[src/source/ompss_dbg_params.svh]
`ifndef OMPSS_DBG_PARAMS_SVH
`define OMPSS_DBG_PARAMS_SVH

// accelerators behind the manager, at most 64.
`define OMPSS_MAX_ACCS      8
`define OMPSS_ACC_ID_W      3
`define OMPSS_AXI_ADDR_W    12

`define OMPSS_CMD_Q_DEPTH   8
`define OMPSS_FIN_Q_DEPTH   4
// wide enough for a full cmd queue on one accelerator.
`define OMPSS_PEND_W        4

`define OMPSS_REG_COPY_IN   'h0
`define OMPSS_REG_COPY_OUT  'h4
`define OMPSS_REG_AVAIL_LO  'h8
`define OMPSS_REG_AVAIL_HI  'hC
`define OMPSS_REG_NEMPTY_LO 'h10
`define OMPSS_REG_NEMPTY_HI 'h14

`define OMPSS_CMD_IN_BASE   'h800
`define OMPSS_CMD_OUT_BASE  'h900

`endif

[src/source/cmd_pkg.sv]
`default_nettype none

`include "ompss_dbg_params.svh"

package cmd_pkg;

    // one queued command.
    typedef struct packed {
        logic [`OMPSS_ACC_ID_W-1:0] acc_id;
        logic [31:0]                data;
    } cmd_t;

    // completion as returned by an accelerator.
    typedef struct packed {
        logic [`OMPSS_ACC_ID_W-1:0] acc_id;
        logic [31:0]                result;
    } fin_t;

endpackage

`default_nettype wire

[src/source/dbg_pkg.sv]
`default_nettype none

package dbg_pkg;

    // copy options reported as-is on the debug port.
    typedef struct packed {
        logic [31:0] copy_in_opt;
        logic [31:0] copy_out_opt;
    } dbg_regs_t;

    localparam logic [1:0] resp_okay   = 2'b00;
    localparam logic [1:0] resp_slverr = 2'b10;

endpackage

`default_nettype wire

[src/source/cmd_queue.sv]
`default_nettype none
`timescale 1ns/10ps

module cmd_queue #(
    parameter type payload_t = logic [31:0],
    parameter int  DEPTH     = 8
) (
    input  wire      clk,
    input  wire      rstn,
    input  wire      push_valid,
    output logic     push_ready,
    input  wire      payload_t push_data,
    output logic     pop_valid,
    input  wire      pop_ready,
    output payload_t pop_data
);

    localparam int PTR_W = (DEPTH > 1) ? $clog2(DEPTH) : 1;
    localparam int CNT_W = $clog2(DEPTH + 1);

    payload_t mem [DEPTH];

    logic [PTR_W-1:0] wr_ptr;
    logic [PTR_W-1:0] rd_ptr;
    logic [CNT_W-1:0] count;
    logic push_ok;
    logic pop_ok;

    assign push_ready = count != CNT_W'(DEPTH);
    assign pop_valid = count != '0;
    assign pop_data = mem[rd_ptr];

    assign push_ok = push_valid && push_ready;
    assign pop_ok = pop_valid && pop_ready;

    always_ff @(posedge clk) begin
        if (push_ok) begin
            mem[wr_ptr] <= push_data;
        end
    end

    always_ff @(posedge clk) begin
        if (push_ok) begin
            wr_ptr <= (wr_ptr == PTR_W'(DEPTH - 1)) ? '0 : wr_ptr + 1'b1;
        end
        if (pop_ok) begin
            rd_ptr <= (rd_ptr == PTR_W'(DEPTH - 1)) ? '0 : rd_ptr + 1'b1;
        end
        if (push_ok && !pop_ok) begin
            count <= count + 1'b1;
        end else if (pop_ok && !push_ok) begin
            count <= count - 1'b1;
        end

        if (!rstn) begin
            wr_ptr <= '0;
            rd_ptr <= '0;
            count <= '0;
        end
    end

    // pointers only advance on their own handshake.
    a_wr_hold: assert property (@(posedge clk) disable iff (!rstn)
        !push_ok |=> $stable(wr_ptr));
    a_rd_hold: assert property (@(posedge clk) disable iff (!rstn)
        !pop_ok |=> $stable(rd_ptr));

endmodule

`default_nettype wire

[src/source/cmd_dispatcher.sv]
`default_nettype none
`timescale 1ns/10ps

`include "ompss_dbg_params.svh"

module cmd_dispatcher (
    input  wire                         clk,
    input  wire                         rstn,
    input  wire                         in_seen_valid,
    input  wire [`OMPSS_ACC_ID_W-1:0]   in_seen_acc,
    input  wire                         head_valid,
    input  wire cmd_pkg::cmd_t          head_data,
    output logic                        head_pop,
    output logic                        acc_cmd_valid,
    input  wire                         acc_cmd_ready,
    output logic [`OMPSS_ACC_ID_W-1:0]  acc_cmd_acc_id,
    output logic [31:0]                 acc_cmd_data,
    input  wire                         acc_fin_valid,
    output logic                        acc_fin_ready,
    input  wire [`OMPSS_ACC_ID_W-1:0]   acc_fin_acc_id,
    input  wire [31:0]                  acc_fin_data,
    output logic                        fin_push_valid,
    input  wire                         fin_push_ready,
    output cmd_pkg::fin_t               fin_push_data,
    output logic [`OMPSS_MAX_ACCS-1:0]  acc_avail,
    output logic [`OMPSS_MAX_ACCS-1:0]  queue_nempty,
    output logic [31:0]                 cmd_in_n_cmds [`OMPSS_MAX_ACCS],
    output logic [31:0]                 cmd_out_n_cmds [`OMPSS_MAX_ACCS]
);

    localparam int N = `OMPSS_MAX_ACCS;

    logic [`OMPSS_PEND_W-1:0] pending [N];
    logic         head_avail;
    logic         dispatch;
    logic         fin_fire;
    logic [N-1:0] in_hit;
    logic [N-1:0] disp_hit;
    logic [N-1:0] fin_hit;

    // head of queue blocks everything behind it.
    assign head_avail = acc_avail[head_data.acc_id];
    assign acc_cmd_valid = head_valid && head_avail;
    assign acc_cmd_acc_id = head_data.acc_id;
    assign acc_cmd_data = head_data.data;
    assign head_pop = acc_cmd_ready && head_avail;
    assign dispatch = acc_cmd_valid && acc_cmd_ready;

    assign fin_push_valid = acc_fin_valid;
    assign acc_fin_ready = fin_push_ready;
    assign fin_push_data.acc_id = acc_fin_acc_id;
    assign fin_push_data.result = acc_fin_data;
    assign fin_fire = acc_fin_valid && fin_push_ready;

    assign in_hit = in_seen_valid ? N'(1) << in_seen_acc : '0;
    assign disp_hit = dispatch ? N'(1) << head_data.acc_id : '0;
    assign fin_hit = fin_fire ? N'(1) << acc_fin_acc_id : '0;

    always_comb begin
        for (int i = 0; i < N; i++) begin
            queue_nempty[i] = pending[i] != '0;
        end
    end

    always_ff @(posedge clk) begin
        for (int i = 0; i < N; i++) begin
            if (in_hit[i] && !disp_hit[i]) begin
                pending[i] <= pending[i] + 1'b1;
            end else if (disp_hit[i] && !in_hit[i]) begin
                pending[i] <= pending[i] - 1'b1;
            end
            if (disp_hit[i]) begin
                acc_avail[i] <= 1'b0; // busy until its completion is forwarded.
                cmd_in_n_cmds[i] <= cmd_in_n_cmds[i] + 32'd1;
            end else if (fin_hit[i]) begin
                acc_avail[i] <= 1'b1;
            end
            if (fin_hit[i]) begin
                cmd_out_n_cmds[i] <= cmd_out_n_cmds[i] + 32'd1;
            end
        end

        if (!rstn) begin
            acc_avail <= '1;
            for (int i = 0; i < N; i++) begin
                pending[i] <= '0;
                cmd_in_n_cmds[i] <= '0;
                cmd_out_n_cmds[i] <= '0;
            end
        end
    end

    // only an accelerator that was handed a command may complete.
    a_fin_busy: assert property (@(posedge clk) disable iff (!rstn)
        acc_fin_valid |-> !acc_avail[acc_fin_acc_id]);

endmodule

`default_nettype wire

[src/source/axilite_controller.sv]
`default_nettype none
`timescale 1ns/10ps

`include "ompss_dbg_params.svh"

module axilite_controller (
    input  wire                          clk,
    input  wire                          rstn,
    input  wire                          axil_arvalid,
    output logic                         axil_arready,
    input  wire [`OMPSS_AXI_ADDR_W-1:0]  axil_araddr,
    input  wire [2:0]                    axil_arprot,
    output logic                         axil_rvalid,
    input  wire                          axil_rready,
    output logic [31:0]                  axil_rdata,
    output logic [1:0]                   axil_rresp,
    input  wire                          axil_awvalid,
    output logic                         axil_awready,
    input  wire [`OMPSS_AXI_ADDR_W-1:0]  axil_awaddr,
    input  wire [2:0]                    axil_awprot,
    input  wire                          axil_wvalid,
    output logic                         axil_wready,
    input  wire [31:0]                   axil_wdata,
    input  wire [3:0]                    axil_wstrb,
    output logic                         axil_bvalid,
    input  wire                          axil_bready,
    output logic [1:0]                   axil_bresp,
    input  wire dbg_pkg::dbg_regs_t      dbg_regs,
    input  wire [`OMPSS_MAX_ACCS-1:0]    acc_avail,
    input  wire [`OMPSS_MAX_ACCS-1:0]    queue_nempty,
    input  wire [31:0]                   cmd_in_n_cmds [`OMPSS_MAX_ACCS],
    input  wire [31:0]                   cmd_out_n_cmds [`OMPSS_MAX_ACCS]
);

    localparam int AW = `OMPSS_AXI_ADDR_W;
    localparam int ID_W = `OMPSS_ACC_ID_W;
    localparam logic [AW-1:0] IN_BASE = AW'(`OMPSS_CMD_IN_BASE);
    localparam logic [AW-1:0] IN_END = AW'(`OMPSS_CMD_IN_BASE + `OMPSS_MAX_ACCS * 4);
    localparam logic [AW-1:0] OUT_BASE = AW'(`OMPSS_CMD_OUT_BASE);
    localparam logic [AW-1:0] OUT_END = AW'(`OMPSS_CMD_OUT_BASE + `OMPSS_MAX_ACCS * 4);

    typedef enum logic [1:0] {
        R_AR,
        R_SELECT,
        R_DATA
    } rstate_t;

    typedef enum logic [1:0] {
        W_AW,
        W_W,
        W_B
    } wstate_t;

    rstate_t rstate;
    wstate_t wstate;

    logic [AW-1:0] raddr;
    logic [AW-1:0] in_off;
    logic [AW-1:0] out_off;
    logic [31:0]   rdata;
    logic [1:0]    rresp;
    logic [63:0]   avail_ext;
    logic [63:0]   nempty_ext;

    // bit vectors padded to two 32-bit words.
    assign avail_ext = 64'(acc_avail);
    assign nempty_ext = 64'(queue_nempty);
    assign in_off = raddr - IN_BASE;
    assign out_off = raddr - OUT_BASE;

    assign axil_arready = rstate == R_AR;
    assign axil_rvalid = rstate == R_DATA;
    assign axil_rdata = rdata;
    assign axil_rresp = rresp;
    assign axil_awready = wstate == W_AW;
    assign axil_wready = wstate == W_W;
    assign axil_bvalid = wstate == W_B;
    assign axil_bresp = dbg_pkg::resp_slverr; // no writable registers.

    always_ff @(posedge clk) begin
        case (rstate)
            R_AR: begin
                if (axil_arvalid) begin
                    raddr <= axil_araddr;
                    rstate <= R_SELECT;
                end
            end
            R_SELECT: begin
                rdata <= '0;
                rresp <= dbg_pkg::resp_okay;
                if (raddr < IN_BASE) begin
                    case (raddr)
                        `OMPSS_REG_COPY_IN:   rdata <= dbg_regs.copy_in_opt;
                        `OMPSS_REG_COPY_OUT:  rdata <= dbg_regs.copy_out_opt;
                        `OMPSS_REG_AVAIL_LO:  rdata <= avail_ext[31:0];
                        `OMPSS_REG_AVAIL_HI:  rdata <= avail_ext[63:32];
                        `OMPSS_REG_NEMPTY_LO: rdata <= nempty_ext[31:0];
                        `OMPSS_REG_NEMPTY_HI: rdata <= nempty_ext[63:32];
                        default:              rresp <= dbg_pkg::resp_slverr;
                    endcase
                end else if (raddr[1:0] != 2'd0) begin
                    rresp <= dbg_pkg::resp_slverr;
                end else if (raddr < IN_END) begin
                    rdata <= cmd_in_n_cmds[in_off[ID_W+1:2]];
                end else if (raddr >= OUT_BASE && raddr < OUT_END) begin
                    rdata <= cmd_out_n_cmds[out_off[ID_W+1:2]];
                end else begin
                    rresp <= dbg_pkg::resp_slverr; // gap between the arrays.
                end
                rstate <= R_DATA;
            end
            R_DATA: begin
                if (axil_rready) begin
                    rstate <= R_AR;
                end
            end
            default: rstate <= R_AR;
        endcase

        case (wstate)
            W_AW: begin
                if (axil_awvalid) begin
                    wstate <= W_W;
                end
            end
            W_W: begin
                if (axil_wvalid) begin
                    wstate <= W_B;
                end
            end
            W_B: begin
                if (axil_bready) begin
                    wstate <= W_AW;
                end
            end
            default: wstate <= W_AW;
        endcase

        if (!rstn) begin
            rstate <= R_AR;
            wstate <= W_AW;
        end
    end

    // read response held until the master takes it.
    a_r_stable: assert property (@(posedge clk) disable iff (!rstn)
        axil_rvalid && !axil_rready |=>
            axil_rvalid && $stable(axil_rdata) && $stable(axil_rresp));

endmodule

`default_nettype wire

[src/source/ompss_dbg_top.sv]
`default_nettype none
`timescale 1ns/10ps

`include "ompss_dbg_params.svh"

module ompss_dbg_top (
    input  wire                          clk,
    input  wire                          rstn,
    input  wire                          cmd_in_valid,
    output logic                         cmd_in_ready,
    input  wire [`OMPSS_ACC_ID_W-1:0]    cmd_in_acc_id,
    input  wire [31:0]                   cmd_in_data,
    output logic                         acc_cmd_valid,
    input  wire                          acc_cmd_ready,
    output logic [`OMPSS_ACC_ID_W-1:0]   acc_cmd_acc_id,
    output logic [31:0]                  acc_cmd_data,
    input  wire                          acc_fin_valid,
    output logic                         acc_fin_ready,
    input  wire [`OMPSS_ACC_ID_W-1:0]    acc_fin_acc_id,
    input  wire [31:0]                   acc_fin_data,
    output logic                         fin_valid,
    input  wire                          fin_ready,
    output logic [`OMPSS_ACC_ID_W-1:0]   fin_acc_id,
    output logic [31:0]                  fin_data,
    input  wire                          axil_arvalid,
    output logic                         axil_arready,
    input  wire [`OMPSS_AXI_ADDR_W-1:0]  axil_araddr,
    input  wire [2:0]                    axil_arprot,
    output logic                         axil_rvalid,
    input  wire                          axil_rready,
    output logic [31:0]                  axil_rdata,
    output logic [1:0]                   axil_rresp,
    input  wire                          axil_awvalid,
    output logic                         axil_awready,
    input  wire [`OMPSS_AXI_ADDR_W-1:0]  axil_awaddr,
    input  wire [2:0]                    axil_awprot,
    input  wire                          axil_wvalid,
    output logic                         axil_wready,
    input  wire [31:0]                   axil_wdata,
    input  wire [3:0]                    axil_wstrb,
    output logic                         axil_bvalid,
    input  wire                          axil_bready,
    output logic [1:0]                   axil_bresp,
    input  wire dbg_pkg::dbg_regs_t      dbg_regs
);

    cmd_pkg::cmd_t cmd_in_pkt;
    cmd_pkg::cmd_t cmd_head;
    cmd_pkg::fin_t fin_push_data;
    cmd_pkg::fin_t fin_pop_data;

    logic in_seen_valid;
    logic cmd_head_valid;
    logic cmd_head_pop;
    logic fin_push_valid;
    logic fin_push_ready;
    logic [`OMPSS_MAX_ACCS-1:0] acc_avail;
    logic [`OMPSS_MAX_ACCS-1:0] queue_nempty;
    logic [31:0] cmd_in_n_cmds [`OMPSS_MAX_ACCS];
    logic [31:0] cmd_out_n_cmds [`OMPSS_MAX_ACCS];

    assign cmd_in_pkt.acc_id = cmd_in_acc_id;
    assign cmd_in_pkt.data = cmd_in_data;
    assign in_seen_valid = cmd_in_valid && cmd_in_ready; // accepted into the queue.
    assign fin_acc_id = fin_pop_data.acc_id;
    assign fin_data = fin_pop_data.result;

    cmd_queue #(
        .payload_t (cmd_pkg::cmd_t),
        .DEPTH     (`OMPSS_CMD_Q_DEPTH)
    ) i_cmd_queue (
        .clk        (clk),
        .rstn       (rstn),
        .push_valid (cmd_in_valid),
        .push_ready (cmd_in_ready),
        .push_data  (cmd_in_pkt),
        .pop_valid  (cmd_head_valid),
        .pop_ready  (cmd_head_pop),
        .pop_data   (cmd_head)
    );

    cmd_dispatcher i_cmd_dispatcher (
        .clk            (clk),
        .rstn           (rstn),
        .in_seen_valid  (in_seen_valid),
        .in_seen_acc    (cmd_in_acc_id),
        .head_valid     (cmd_head_valid),
        .head_data      (cmd_head),
        .head_pop       (cmd_head_pop),
        .acc_cmd_valid  (acc_cmd_valid),
        .acc_cmd_ready  (acc_cmd_ready),
        .acc_cmd_acc_id (acc_cmd_acc_id),
        .acc_cmd_data   (acc_cmd_data),
        .acc_fin_valid  (acc_fin_valid),
        .acc_fin_ready  (acc_fin_ready),
        .acc_fin_acc_id (acc_fin_acc_id),
        .acc_fin_data   (acc_fin_data),
        .fin_push_valid (fin_push_valid),
        .fin_push_ready (fin_push_ready),
        .fin_push_data  (fin_push_data),
        .acc_avail      (acc_avail),
        .queue_nempty   (queue_nempty),
        .cmd_in_n_cmds  (cmd_in_n_cmds),
        .cmd_out_n_cmds (cmd_out_n_cmds)
    );

    cmd_queue #(
        .payload_t (cmd_pkg::fin_t),
        .DEPTH     (`OMPSS_FIN_Q_DEPTH)
    ) i_fin_queue (
        .clk        (clk),
        .rstn       (rstn),
        .push_valid (fin_push_valid),
        .push_ready (fin_push_ready),
        .push_data  (fin_push_data),
        .pop_valid  (fin_valid),
        .pop_ready  (fin_ready),
        .pop_data   (fin_pop_data)
    );

    axilite_controller i_axilite_controller (
        .clk            (clk),
        .rstn           (rstn),
        .axil_arvalid   (axil_arvalid),
        .axil_arready   (axil_arready),
        .axil_araddr    (axil_araddr),
        .axil_arprot    (axil_arprot),
        .axil_rvalid    (axil_rvalid),
        .axil_rready    (axil_rready),
        .axil_rdata     (axil_rdata),
        .axil_rresp     (axil_rresp),
        .axil_awvalid   (axil_awvalid),
        .axil_awready   (axil_awready),
        .axil_awaddr    (axil_awaddr),
        .axil_awprot    (axil_awprot),
        .axil_wvalid    (axil_wvalid),
        .axil_wready    (axil_wready),
        .axil_wdata     (axil_wdata),
        .axil_wstrb     (axil_wstrb),
        .axil_bvalid    (axil_bvalid),
        .axil_bready    (axil_bready),
        .axil_bresp     (axil_bresp),
        .dbg_regs       (dbg_regs),
        .acc_avail      (acc_avail),
        .queue_nempty   (queue_nempty),
        .cmd_in_n_cmds  (cmd_in_n_cmds),
        .cmd_out_n_cmds (cmd_out_n_cmds)
    );

endmodule

`default_nettype wire

[config.mk]
export PLATFORM = sky130hd
export DESIGN_NAME = ompss_dbg_top
export DESIGN_NICKNAME = d
export VERILOG_FILES = /design/src/source/cmd_pkg.sv /design/src/source/dbg_pkg.sv /design/src/source/cmd_queue.sv /design/src/source/cmd_dispatcher.sv /design/src/source/axilite_controller.sv /design/src/source/ompss_dbg_top.sv
export VERILOG_INCLUDE_DIRS = /design/src /design/src/source
export SDC_FILE = /design/constraint.sdc
export NUM_CORES = 2
export LEC_CHECK = 0
export BUFFER_PORTS_ARGS = -buffer_cell sky130_fd_sc_hd__buf_2
export CORE_MARGIN = 8
export CORE_UTILIZATION = 50
export DETAILED_ROUTE_END_ITERATION = 7
export GPL_ROUTABILITY_DRIVEN = 1
export PLACE_DENSITY = 0.69
export SLEW_MARGIN = 20
export SYNTH_ARGS = -nofsm -noshare
export SYNTH_HDL_FRONTEND = slang
export SYNTH_HIERARCHICAL = 1
export SYNTH_SLANG_ARGS = --single-unit
[constraint.sdc]
create_clock -name clk -period 6.9 [get_ports clk]
set_clock_uncertainty 0.2 [all_clocks]
set_input_delay 1.38 -clock clk [delete_from_list [all_inputs] [get_ports clk]]
set_output_delay 1.38 -clock clk [all_outputs]
set_load 0.05 [all_outputs]
After elaboration in Yosys (flattened, before gate mapping)
Memory sizes are Yosys's and may differ from the RTL's. A register that Yosys moved wholly into a read port is not among the register bits.
Index checks and enable logic that the tools add are counted.
W data, S select, Z words.
- add/sub/neg operators: 42
- multipliers: 0
- div/mod/pow operators: 0
- magnitude comparators: 7
- equal/unequal tests: 20
- shift operators: 3
- mux-type cells: 117
- bitwise logic cells: 18
- reduce and logical (&&, ||, !) cells: 76
- operators with widths (kind ; count):
    $add A32 B1 Y32 const B ; 16
    $mux W32 ; 8
    $bmux W32 S3 ; 2
    $pmux W32 S4 ; 1
    $mux W4 ; 18
    $mux W1 ; 62
    $add A4 B1 Y4 const B ; 9
    $lt A12 B12 Y1 const B ; 3
    $reduce_bool A4 Y1 ; 9
    $sub A4 B1 Y4 const B ; 9
    $logic_and A1 B1 Y1 ; 28
    $mux W2 ; 14
    $eq A12 B4 Y1 const B ; 2
    $eq A12 B5 Y1 const B ; 2
    $mux W8 ; 3
    $shl A1 B3 Y8 const A ; 3
    $reduce_bool A2 Y1 ; 11
    $logic_not A1 Y1 ; 20
    $mux W3 ; 6
    $or A1 B1 Y1 ; 16
    $eq A12 B3 Y1 const B ; 1
    $ge A12 B12 Y1 const B ; 1
    $logic_not A12 Y1 ; 1
    $pmux W2 S3 ; 2
    20 further kinds ; 36
- register bits after elaboration: 587
- bits in latches: 0
- bits in writable memories: 452
- bits in read-only memories: 0
- bits of input ports: 211
- word-level logic and storage cells: 321
- memories kept: 3
- memories (name ; depth ; width ; rd ports ; clocked after Yosys merged registers in ; wr ports ; line ; text):
    i_cmd_queue.mem ; 8 ; 35 ; 1 ; 1 ; 1 ; cmd_queue.sv:21 ; payload_t mem [DEPTH];
    i_fin_queue.mem ; 4 ; 35 ; 1 ; 1 ; 1 ; cmd_queue.sv:21 ;
    i_cmd_dispatcher.pending ; 8 ; 4 ; 8 ; 0 ; 8 ; cmd_dispatcher.sv:33 ; logic [`OMPSS_PEND_W-1:0] pending [N];

Longest topological paths before layout
- depth after elaboration: 11
- gate-level depth with buffers: 17
- mapped depth without buffers: 13

By module
Netlist, hierarchy kept.
- by module, submodules not included (module ; times used ; cells each ; area each (um^2)):
    cmd_dispatcher ; 1 ; 3100 ; 26223.9
    cmd_queue (i_cmd_queue) ; 1 ; 480 ; 11452.2
    axilite_controller ; 1 ; 558 ; 6713.9
    cmd_queue (i_fin_queue) ; 1 ; 234 ; 5527.8
    ompss_dbg_top ; 1 ; 1 ; 6.3

Worst setup path after synthesis
OpenSTA, ideal clock, no wires.
- path type: input to register
- from: in cmd_in_valid
- to: mem i_cmd_queue/mem[0][0] (netlist name), enable pin
- library setup time: 515 ps
- arrival: 4852 ps
- data required time: 6185 ps
- slack: 1334 ps
- cell stages on the path: 2
- path buffers: 0
- cell sequence: nand2_2 > nor4_1
- longest elaborated chain between the ends: 3
- RTL lines (item ; line ; text):
    start, declared ; ompss_dbg_top.sv:9 ; input wire cmd_in_valid,
    $logic_and A1 B1 Y1 ; cmd_queue.sv:33 ; assign push_ok = push_valid && push_ready;
    $mux W1 ; cmd_queue.sv:37 ; if (push_ok) begin
    $mux W1 (not written as such) ; cmd_queue.sv:38 ; mem[wr_ptr] <= push_data;
    end, declared ; cmd_queue.sv:21 ;
Every way passes these cells.

==> impl_metrics.csv <==
group,metric,value,unit
routing,drt-wirelength-per-cell,21.9,um
sta,unrepaired_setup_endpoints_after_global_routing,"no",
floorplan,floorplan.die.height,332,um
final_layout,multi_input_comb_area,22700,sq um
power_and_ir_drop,cellLeakagePower,19.2,nW
sta,timing.slew.headroom,0.216,
critical_path,r2r_setup_slack,2.08,ns
power_and_ir_drop,cellPowerDensity,280,nW/um^2
critical_path,reg2reg_to,"i_cmd_dispatcher/pending[1][10]$_SDFFE_PN0P_",
power_and_ir_drop,swShare,0.287,
global_routing,grt_usage,0.225,
floorplan,coreArea,99600,sq um
global_routing,grt_overflow,0,
yosys,edff_count_synth,465,
clock_tree,insertion_delay,0.71,ns
critical_path,critical_path.cell_chain,"mux4_1 -> mux2_2 -> mux2i_1 -> and3b_1 -> and4b_1 -> buf_2",
critical_path,crit_buf_inv,1,
power_and_ir_drop,internal-power,11.1,mW
critical_path,critPathArrivalTime,3.80,ns
critical_path,cell_family_with_the_largest_share_of_critical_path_delay,"multiplexers",
placed_design,post-place-ws,2.16,ns
placed_design,count_of_input_and_output_buffers,268,
routing,drt_pre_antenna_iters,6,
min_path,hp-class,"reg -> reg",
min_path,worstHoldEndpoint,"i_cmd_dispatcher/cmd_out_n_cmds[31]$_SDFFE_PN0P_",
sta,maxSlewViolCount,0,
yosys,synth-seq-cells,1043,
clock_tree,clkTransAtPathRegs,0.06,ns
critical_path,critPathLaunchType,"flop",
sta,fmax,186,MHz
sta,final-hold-violation-count,0,
clock_tree,cts_inserted_buffers,108,
clock_tree,clock_sinks,1043,
floorplan,die_area,110000,sq um
critical_path,critical_path_class,"reg -> out",
critical_path,r2r.worst_path.cells,11,
power_and_ir_drop,p_seq_frac,0.443,
routing,drt_iter0_markers,3156,
critical_path,required,5.32,ns
sta,setup_viol_count_final,0,
min_path,hold_path_depth,2,
power_and_ir_drop,net-switching-power,4.47,mW
routing,drc_errors,0,
sta,finalCriticalPeriod,5.38,ns
yosys,synthesis.yosys.warnings,6,
critical_path,critPathSlowestCell,"dfxtp_4",
routing,detail_route.wirelength,129000,um
critical_path,crit_fanout,39,
final_layout,final_layout_size_suffix_gt1_frac,0.158,
run_status,outcome,"completed",
sta,max_slew.worst_pin.slew,1.18,ns
final_layout,fillCellCount,8247,
critical_path,critPathMaxStageDelay,0.76,ns
routing,postRouteAntennaNets,0,
floorplan,die_x,332,um
floorplan,ioPinCount,326,
clock_tree,clk_path_buf_depth,3,
clock_tree,cts_setup_buffers,0,
yosys,synth.cell_area,49900,sq um
critical_path,crit_path_end_kind,"primary output",
yosys,netlist-cell-type-count,86,
yosys,synth_sequential_area_ratio,0.511,
global_routing,grt_max_degree,170,
placed_design,place_hpwl,88000,um
sta,setup_total_negative_slack,0,ns
yosys,synth_area_per_cell,11.4,sq um
sta,final_critical_path_share_of_the_clock_period,0.780,
global_routing,grt_first_pass_wirelength,198000,um
yosys,synth-async-reset-ratio,0,
clock_tree,cts-root-buf,"clkbuf_16",
power_and_ir_drop,max-vdd-ir-drop,209,uV
global_routing,vias_in_the_first_global_route,33014,
floorplan,fp-row-count,116,
global_routing,grt_antenna_before_repair,1,
routing,routed_via_density,5.97,
routing,detailroute.via_count,35243,
yosys,post_synth_inst_count,4373,
final_layout,nNetsFinal,4773,
flow_run,max_cap_viol_count,0,
clock_tree,cts_tree,"done",
floorplan,initial_utilization,0.501,
power_and_ir_drop,clkPwrFrac,0.381,
final_layout,seqCellArea,25500,sq um
final_layout,syn_to_final_growth,11.5,%
sta,fin_worst_hold_slack,0.278,ns
sta,post-route-worst-setup-slack,1.52,ns
placed_design,gpl.final_weighted_congestion,0.918,
clock_tree,clock_tree.htree_level_count,3,
clock_tree,cts_repair_resize_count,0,
min_path,min_from,"i_cmd_dispatcher/cmd_out_n_cmds[31]$_SDFFE_PN0P_",
power_and_ir_drop,share_comb_of_total_power,0.176,
clock_tree,cts_hold_buf,0,
yosys,ys_dominant_reg_cell,"dfxtp_1",
logic make-up after synthesis:
| logic type | count (synthesis) | share of synthesized area |
|---|---|---|
| simple gates | 1691 | 0.176 |
| flops | 1043 | 0.511 |
| xor+xnor | 440 | 0.0772 |
| mux | 412 | 0.136 |
| compound gates | 365 | 0.0480 |
| buf+inv | 365 | 0.0367 |
| fa+ha+maj | 55 | 0.0141 |
| other cells | 2 | 0.000150 |
synth_stat cells (all sizes together) (8+ instances only):
cell	count	area share
dfxtp	578	0.23
nor2	510	0.038
edfxtp	465	0.28
nand2	250	0.019
xor2	244	0.043
xnor2	196	0.034
nand3	194	0.019
mux4	188	0.090
nand4	178	0.023
mux2i	171	0.034
clkbuf	157	0.012
buf	143	0.020
a21oi	107	0.011
nor4	95	0.013
o21ai	95	0.0095
nor3	72	0.0074
or3	71	0.0089
inv	65	0.0049
and3	62	0.0079
and4	59	0.010
ha	53	0.013
mux2	53	0.012
nand2b	46	0.0058
and2	42	0.0053
a22oi	28	0.0042
o221ai	24	0.0050
or4	21	0.0033
nor2b	19	0.0024
nand4b	15	0.0026
a221oi	14	0.0025
o21bai	14	0.0021
o32ai	14	0.0025
nand3b	11	0.0017
nor4b	10	0.0019
or2	9	0.0011
a211oi	8	0.0012
a2bb2oi	8	0.0014
a32o	8	0.0016
o2bb2ai	8	0.0014
o31ai	8	0.0015
area by class of cell:
class                           count  area share
Antenna cell                        2   0.0000899
Inverter                           65     0.00452
Tap cell                         1298      0.0292
Timing Repair Buffer              323      0.0328
Clock inverter                     40     0.00859
Multi-Input combinational cell   2966       0.408
Sequential cell                  1043       0.459
Clock buffer                      162      0.0577
per-layer routing:
layer  vias to the layer above  wire [um]  GRT usage
met2                      1294      58500      0.351
met3                       206      10200     0.0420
li1                      16427          -          -
met1                     17316      56700      0.318
met5                         -          0          0
met4                         0       3820     0.0715
flip-flops by register name (all words and copies together) (netlist names), 3 cells and up, named ones only:
| signal | count |
|---|---|
| i_axilite_controller/axil_rdata | 32 |
| i_axilite_controller/raddr | 12 |
| i_fin_queue/mem | 140 |
| i_cmd_dispatcher/pending | 32 |
| i_cmd_dispatcher/cmd_in_n_cmds | 256 |
| i_cmd_queue/count | 4 |
| i_cmd_queue/mem | 280 |
| i_cmd_dispatcher/cmd_out_n_cmds | 256 |
| i_cmd_dispatcher/acc_avail | 8 |
| i_cmd_queue/rd_ptr | 3 |
| i_fin_queue/count | 3 |
| i_cmd_queue/wr_ptr | 3 |
power by group through the flow:
stage	sequential [mW]	combinational [mW]	clock (mW)
after floorplan	6.97	2.27	0
after global placement	7.01	2.73	0
after detailed placement	7.03	2.76	0
after CTS	6.90	2.77	6.06
after global routing	6.92	2.92	6.30
final	6.89	2.75	5.94
stage by stage:
step                      cells  area, sq um   util  total power, mW
after detailed placement   5694        51900  0.522             9.79
after global routing       5898        55700  0.559             16.1
after CTS                  5896        55600  0.559             15.7
after global placement     5694        51900  0.522             9.75
after floorplan            4374        49900      -             9.24
final                      5899        55700  0.559             15.6
worst register-to-register path: stages, from the launching register on:
cell and delay [ns]:
dfxtp_4 0.76, mux4_1 0.38, mux2_2 0.39, nand4_1 0.59, a211oi_1 1.04, ha_1 0.40
xor2_1 0.17, ha_1 0.16, a21oi_1 0.05, xor2_1 0.16, or3_1 0.31, a21oi_1 0.14
cells in the final DEF (no fill, tap or decap), types with 9 or more instances in the layout:
cell type	Yosys	routed
a221oi_1	14	14
nand3b_1	11	11
and2_1	41	41
a21oi_1	107	107
nand4_1	176	176
o32ai_1	14	14
a22oi_1	28	28
o21bai_1	14	14
or4_1	19	19
o221ai_1	18	18
clkbuf_1	156	27
nor4b_1	9	9
mux4_2	118	118
nor4_2	2	12
nor2b_1	19	18
o21ai_0	93	93
nor2_1	509	506
buf_2	31	267
edfxtp_1	465	465
xor2_1	244	244
nor4_1	91	79
dfxtp_1	578	574
xnor2_1	196	196
mux2i_1	171	171
nor3_1	70	64
mux4_1	70	70
buf_4	88	51
nand3_1	194	194
or3_1	69	69
nand2b_1	46	46
clkbuf_8	0	24
clkinv_2	0	19
clkbuf_16	0	111
and4_1	59	59
mux2_2	50	50
nand2_1	248	248
ha_1	53	53
inv_1	63	63
and3_1	58	58
nand4b_1	15	15
how the worst max path moves through the flow:
stage,end,cells past startpoint
floorplan,i_cmd_queue/mem[0][0]$_DFFE_PP_,2
global placement,i_cmd_dispatcher/pending[1][10]$_SDFFE_PN0P_,10
detailed placement,i_cmd_dispatcher/pending[1][10]$_SDFFE_PN0P_,11
global route,acc_cmd_valid,6
finish,acc_cmd_valid,6
CTS,acc_cmd_valid,6
Note: power is estimated with default switching activity, not from simulation.
